### src/source/fifo_axis_cfg.svh
`ifndef FIFO_AXIS_CFG_SVH
`define FIFO_AXIS_CFG_SVH

// width of one stream word
`define FA_DATA_W 16

// width of the packet length and of the word counter
`define FA_LEN_W 8

// fifo holds 2**FA_DEPTH_LOG2 words
`define FA_DEPTH_LOG2 3

// the output register and the saved slot
// hold at most two words between fifo and sink,
// on top of what sits in the fifo itself

`endif

### src/source/fifo_axis_pkg.sv
`include "fifo_axis_cfg.svh"

package fifo_axis_pkg;

   // one data word as stored in the fifo
   typedef logic [`FA_DATA_W-1:0] word_t;

   // stream beat without its valid bit
   // tdata sits in the upper bits, tlast in bit 0
   typedef struct packed {
      logic [`FA_DATA_W-1:0] tdata;
      logic                  tlast;
   } axis_beat_t;

   // fifo write side, a plain strobe with data
   // en is high for one cycle per word
   typedef struct packed {
      logic                  en;
      logic [`FA_DATA_W-1:0] data;
   } fifo_wr_t;

   // both structs carry FA_DATA_W+1 bits
   // the valid bit of a beat travels on its own wire
   // so that the output register can gate it alone

endpackage

### src/source/fifo2axis.sv
`timescale 1ns/1ps
`include "fifo_axis_cfg.svh"

module fifo2axis (
   input  logic                      clk_i,
   input  logic                      rst_n_i,
   input  logic                      en_i,
   input  logic [`FA_LEN_W-1:0]      len_i,

   // fifo read port
   input  logic                      fifo_empty_i,
   output logic                      fifo_read_o,
   input  logic [`FA_DATA_W-1:0]     fifo_rdata_i,

   // axi-stream master
   output logic                      axis_tvalid_o,
   output fifo_axis_pkg::axis_beat_t axis_beat_o,
   input  logic                      axis_tready_i
);

   import fifo_axis_pkg::*;

   logic                 read_cond;
   logic                 fifo_read_r;
   logic                 out_en;
   logic                 saved;
   axis_beat_t           saved_beat;
   axis_beat_t           arriving_beat;
   logic [`FA_LEN_W-1:0] len_m1;
   logic [`FA_LEN_W-1:0] word_cnt;

   // pop when the sink moves, or when nothing is
   // held in the saved slot and no pop is in flight
   assign read_cond   = axis_tready_i | ~(saved | fifo_read_r);
   assign fifo_read_o = en_i & ~fifo_empty_i & read_cond;

   // pop in flight, data arrives next cycle
   always_ff @(posedge clk_i or negedge rst_n_i) begin
      if (!rst_n_i) begin
         fifo_read_r <= 1'b0;
      end else begin
         fifo_read_r <= fifo_read_o;
      end
   end

   // word counter, modulo len
   assign len_m1 = len_i - 1'b1;

   // starts at all ones so the first pop lands on index 0
   always_ff @(posedge clk_i or negedge rst_n_i) begin
      if (!rst_n_i) begin
         word_cnt <= '1;
      end else if (fifo_read_o) begin
         if (word_cnt == len_m1) begin
            word_cnt <= '0;
         end else begin
            word_cnt <= word_cnt + 1'b1;
         end
      end
   end

   // counter already points at the popped word when it arrives
   assign arriving_beat.tdata = fifo_rdata_i;
   assign arriving_beat.tlast = (word_cnt == len_m1);

   // output register is free or being emptied this cycle
   assign out_en = ~axis_tvalid_o | axis_tready_i;

   // saved flag
   // set by an arrival the output register cannot take
   always_ff @(posedge clk_i or negedge rst_n_i) begin
      if (!rst_n_i) begin
         saved <= 1'b0;
      end else if (out_en) begin
         saved <= 1'b0;
      end else if (fifo_read_r) begin
         saved <= 1'b1;
      end
   end

   // saved beat follows every arrival
   // only read while the saved flag is up
   always_ff @(posedge clk_i) begin
      if (fifo_read_r) begin
         saved_beat <= arriving_beat;
      end
   end

   // output valid
   always_ff @(posedge clk_i or negedge rst_n_i) begin
      if (!rst_n_i) begin
         axis_tvalid_o <= 1'b0;
      end else if (out_en) begin
         axis_tvalid_o <= saved | fifo_read_r;
      end
   end

   // output beat, saved word goes first
   always_ff @(posedge clk_i) begin
      if (out_en) begin
         if (saved) begin
            axis_beat_o <= saved_beat;
         end else begin
            axis_beat_o <= arriving_beat;
         end
      end
   end

endmodule

### src/source/fifo_axis_top.sv
`timescale 1ns/1ps
`include "fifo_axis_cfg.svh"

module fifo_axis_top (
   input  logic                      clk_i,
   input  logic                      rst_n_i,

   // write side
   input  fifo_axis_pkg::fifo_wr_t   wr_i,
   output logic                      full_o,

   // bridge control
   input  logic                      en_i,
   input  logic [`FA_LEN_W-1:0]      len_i,

   // axi-stream master
   output logic                      axis_tvalid_o,
   output fifo_axis_pkg::axis_beat_t axis_beat_o,
   input  logic                      axis_tready_i
);

   import fifo_axis_pkg::*;

   // fifo read port, driven by the bridge
   logic  fifo_read;
   logic  fifo_empty;
   word_t fifo_rdata;

   sync_fifo u_fifo (
      .clk_i  (clk_i),
      .rst_n_i(rst_n_i),
      .wr_i   (wr_i),
      .full_o (full_o),
      .read_i (fifo_read),
      .empty_o(fifo_empty),
      .rdata_o(fifo_rdata)
   );

   fifo2axis u_bridge (
      .clk_i        (clk_i),
      .rst_n_i      (rst_n_i),
      .en_i         (en_i),
      .len_i        (len_i),
      .fifo_empty_i (fifo_empty),
      .fifo_read_o  (fifo_read),
      .fifo_rdata_i (fifo_rdata),
      .axis_tvalid_o(axis_tvalid_o),
      .axis_beat_o  (axis_beat_o),
      .axis_tready_i(axis_tready_i)
   );

endmodule

### src/source/sync_fifo.sv
`timescale 1ns/1ps
`include "fifo_axis_cfg.svh"

module sync_fifo (
   input  logic                    clk_i,
   input  logic                    rst_n_i,

   // write side
   input  fifo_axis_pkg::fifo_wr_t wr_i,
   output logic                    full_o,

   // read side
   input  logic                    read_i,
   output logic                    empty_o,
   output logic [`FA_DATA_W-1:0]   rdata_o
);

   import fifo_axis_pkg::*;

   localparam int unsigned ADDR_W = `FA_DEPTH_LOG2;
   localparam int unsigned DEPTH  = 1 << ADDR_W;

   // storage
   word_t           mem [DEPTH];

   // pointers carry one extra wrap bit
   logic [ADDR_W:0] wr_ptr;
   logic [ADDR_W:0] rd_ptr;

   logic            wr_ok;
   logic            rd_ok;

   // writes while full are dropped
   assign wr_ok = wr_i.en & ~full_o;

   // reads while empty are dropped as well
   assign rd_ok = read_i & ~empty_o;

   // same address and same wrap bit means nothing stored
   assign empty_o = (wr_ptr == rd_ptr);

   // same address, wrap bits differ: every entry taken
   assign full_o = (wr_ptr[ADDR_W] != rd_ptr[ADDR_W]) &&
                   (wr_ptr[ADDR_W-1:0] == rd_ptr[ADDR_W-1:0]);

   // write pointer
   always_ff @(posedge clk_i or negedge rst_n_i) begin
      if (!rst_n_i) begin
         wr_ptr <= '0;
      end else if (wr_ok) begin
         wr_ptr <= wr_ptr + 1'b1;
      end
   end

   // read pointer
   always_ff @(posedge clk_i or negedge rst_n_i) begin
      if (!rst_n_i) begin
         rd_ptr <= '0;
      end else if (rd_ok) begin
         rd_ptr <= rd_ptr + 1'b1;
      end
   end

   // memory write
   always_ff @(posedge clk_i) begin
      if (wr_ok) begin
         mem[wr_ptr[ADDR_W-1:0]] <= wr_i.data;
      end
   end

   // registered read, word shows one cycle after the strobe
   // and holds until the next read
   always_ff @(posedge clk_i) begin
      if (rd_ok) begin
         rdata_o <= mem[rd_ptr[ADDR_W-1:0]];
      end
   end

endmodule

### config.mk
export PLATFORM = sky130hd
export DESIGN_NAME = fifo_axis_top
export DESIGN_NICKNAME = d
export VERILOG_FILES = /design/src/source/fifo_axis_pkg.sv /design/src/source/fifo2axis.sv /design/src/source/fifo_axis_top.sv /design/src/source/sync_fifo.sv
export VERILOG_INCLUDE_DIRS = /design/src /design/src/source
export SDC_FILE = /design/constraint.sdc
export NUM_CORES = 1
export LEC_CHECK = 0
export ABC_CLOCK_PERIOD_IN_PS = 4000
export BUFFER_PORTS_ARGS = -buffer_cell sky130_fd_sc_hd__buf_4
export CORE_AREA = 8 8 145 147
export DETAILED_ROUTE_END_ITERATION = 16
export DIE_AREA = 0 0 153 155
export GPL_ROUTABILITY_DRIVEN = 1
export PLACE_DENSITY_LB_ADDON = 0.1
export SKIP_LAST_GASP = 1
export SLEW_MARGIN = 0
export SYNTH_ARGS = -nofsm -noshare
export SYNTH_HDL_FRONTEND = slang
export SYNTH_SLANG_ARGS = --single-unit
### constraint.sdc
create_clock -name clk_i -period 4 [get_ports clk_i]
set_input_delay 0.4 -clock clk_i [delete_from_list [all_inputs] [get_ports clk_i]]
set_output_delay 0.4 -clock clk_i [all_outputs]
set_load 0.03 [all_outputs]
==> qor.yml <==
clock_network:
  clkTransAtPathRegs_ps: 70
  cts_sinks: 197
  cts_setup_buffers: 0
  cts_root_buffer: "clkbuf_16"
  cts_resized: 0
  clk_latency_ps: 420
  cts_htree_levels: 4
  cts_hold_buf: 1
  cts_max_path_buffers: 2
  cts_tree: "built"
  cts_inserted_buffers: 17
global_route:
  grtUsageTotal: 0.124
  grt_max_degree: 36
  grtUsageMet1: 0.168
  busiest_layer: "met2"
  grt_use_met2: 0.191
  overflow: 0
  met3_usage: 0.0297
  grt_first_pass_wirelength_um: 21900
  antenna_found_initial: 0
  grt_pass1_vias: 3768
drt:
  vias_per_cell: 5.09
  remaining_drc_errors: 0
  vias: 3562
  wire_per_inst_um: 19.9
  drt-initial-drc-count: 192
  dr.pass1.iters: 4
  wl_um: 13900
  postRouteAntennaNets: 0
place:
  gp_congestion: 0.703
  numPortBuffers: 47
  dp_hpwl_um: 8800
  postPlaceCellArea_um2: 8450
die:
  fp.coreArea_um2: 19000
  dieArea_um2: 23700
  num_io_pins: 48
  die_h_um: 155
  initial_utilization: 0.408
  die_w_um: 153
  row_count: 51
power_and_ir_drop:
  ir_drop_mv: 0.381
  leakage_nw: 3.09
  cellPowerDensity_nw_per_um2: 759
worst_setup_path:
  critPathKind: "reg -> reg"
  end_kind: "flop"
  startpoint_type: "flop"
  cp_max_fo: 12
  arrival_ps: 2540
  required_ps: 4120
timing:
  finClkSkew_ps: 8.05
  fmax_mhz: 413
  fin_crit_ps: 2420
  rsz0062_at_grt: "no"
  relSlewSlack: 0.426
  whs_ps: 206
  tightest_slew_ps: 861
  hold_viol: 0
  finalMaxSlewViolations: 0
  timing.final.crit_share: 0.605
  setup_violations: 0
  tns_ps: 0
hold_path:
  min_path_type: "in -> reg"
synth:
  syn_nets: 415
  ys.flop_type: "edfxtp_1"
  yosysTopAreaCellShare: 0.691
  synth_edf_count: 178
  synth_seq_cells: 197
  yosys.area.top_type: "edfxtp_1"
  yosys_warnings: 0
  ys_types: 42
  synth_area_leaders: "edfxtp_1, mux4_2, mux2_2"
  netlist_area_um2: 7730
  async_flop_share: 0.0964
  synth.top_cells.by_count: "edfxtp_1, mux2_2, mux4_2"
  yosysSeqAreaShare: 0.754
  postSynthCellCount: 382
  syn_avg_cell_area_um2: 20.2
  synth.most_common_cell: "edfxtp_1"
final_layout:
  drive_gt1_frac: 0.377
  antenna_cells: 0
  postLayoutCellArea_um2: 9060
  area_growth_pct: 17.2
  final_nets: 483
run:
  cap_viol_max_count: 0
run_status:
  outcome: "completed"
-- per-layer routing --
metal,vias up,routed length [um]
met1,1824,6740
met5,-,0
met4,0,189
met2,61,6620
li1,1666,-
met3,11,401
-- logic make-up (layout without fill, tap and decap cells) --
| group | after synthesis | after routing | share of synthesized area |
|---|---|---|---|
| compound gates | 22 | 22 | 0.0248 |
| xor+xnor | 18 | 18 | 0.0204 |
| fa+ha+maj | 4 | 4 | 0.00647 |
| buf+inv | 20 | 100 | 0.0102 |
| flops | 197 | 197 | 0.754 |
| mux | 68 | 68 | 0.146 |
| simple gates | 53 | 53 | 0.0382 |
-- power breakdown --
part	switching, mW	internal, mW	leakage (nW)
Clock	0.751	0.995	0.295
Combinational	1.04	0.890	0.930
Sequential	0.254	2.94	1.86
Total	2.05	4.83	3.09
-- layout by cell type, fill, tap and decap left out, types with 6 or more instances in the layout --
master | netlist | final
a22o_1 | 6 | 6
xnor2_1 | 11 | 11
mux4_2 | 32 | 32
clkbuf_16 | 0 | 17
nor2b_1 | 7 | 7
mux2_2 | 35 | 35
dfstp_2 | 8 | 8
dfrtp_1 | 11 | 10
nand2_1 | 7 | 7
edfxtp_1 | 178 | 178
xor2_1 | 7 | 7
nor2_1 | 11 | 11
buf_4 | 0 | 62
inv_1 | 6 | 6
-- flip-flops by register name, summed over array words and instances (netlist names) --
register and count:
u_fifo.mem 128, u_bridge.axis_beat_o 17, u_bridge.saved_beat 17, u_fifo.rdata_o 16
u_bridge.word_cnt 8, u_fifo.rd_ptr 4, u_fifo.wr_ptr 4, u_bridge.axis_tvalid_o 1
u_bridge.fifo_read_r 1, u_bridge.saved 1
-- critical path: stages (launching register included) --
cell,delay (ps)
dfrtp_1,490
xnor2_1,190
a41oi_1,460
nand2_1,220
nor3_2,430
buf_4,330
-- per-stage QoR --
step | setup slack (ps) | power [mW] | instances | util
after detailed placement | 1380 | 5.22 | 668 | 0.446
after floorplan | 1090 | 4.53 | 382 | -
final | 1580 | 6.87 | 700 | 0.478
after global placement | 1430 | 5.19 | 668 | 0.446
after CTS | 1540 | 6.98 | 700 | 0.478
after global routing | 1370 | 7.23 | 700 | 0.478
-- path summary, 6_finish.rpt --
| kind | startpoint | to | slack (ps) | cells after the start |
|---|---|---|---|---|
| hold / removal | wr_i[11] | u_fifo.mem[2][11]$_DFFE_PP_ | 210 | 1 |
| setup / recovery | u_fifo.wr_ptr[1]$_DFFE_PN0P_ | u_fifo.mem[4][8]$_DFFE_PP_ | 1580 | 5 |
| hold reg to reg | u_fifo.rdata_o[1]$_DFFE_PP_ | u_bridge.saved_beat[2]$_DFFE_PP_ | 450 | 0 |
| setup reg to reg | u_fifo.wr_ptr[1]$_DFFE_PN0P_ | u_fifo.mem[4][8]$_DFFE_PP_ | 1580 | 5 |
| max in group asynchronous | rst_n_i | u_bridge.word_cnt[6]$_DFFE_PN1P_ | 3340 | 2 |
| min in group asynchronous | rst_n_i | u_fifo.rd_ptr[2]$_DFFE_PN0P_ | 390 | 2 |
-- layout make-up --
type	instances	area (um2)
Clock buffer	18	429
Multi-Input combinational cell	165	1830
Timing Repair Buffer	63	475
Inverter	6	22.5
Sequential cell	197	5830
Clock inverter	13	171
Tap cell	238	298
Fill cell	1569	9890
Note: power is estimated with default switching activity, not from simulation.
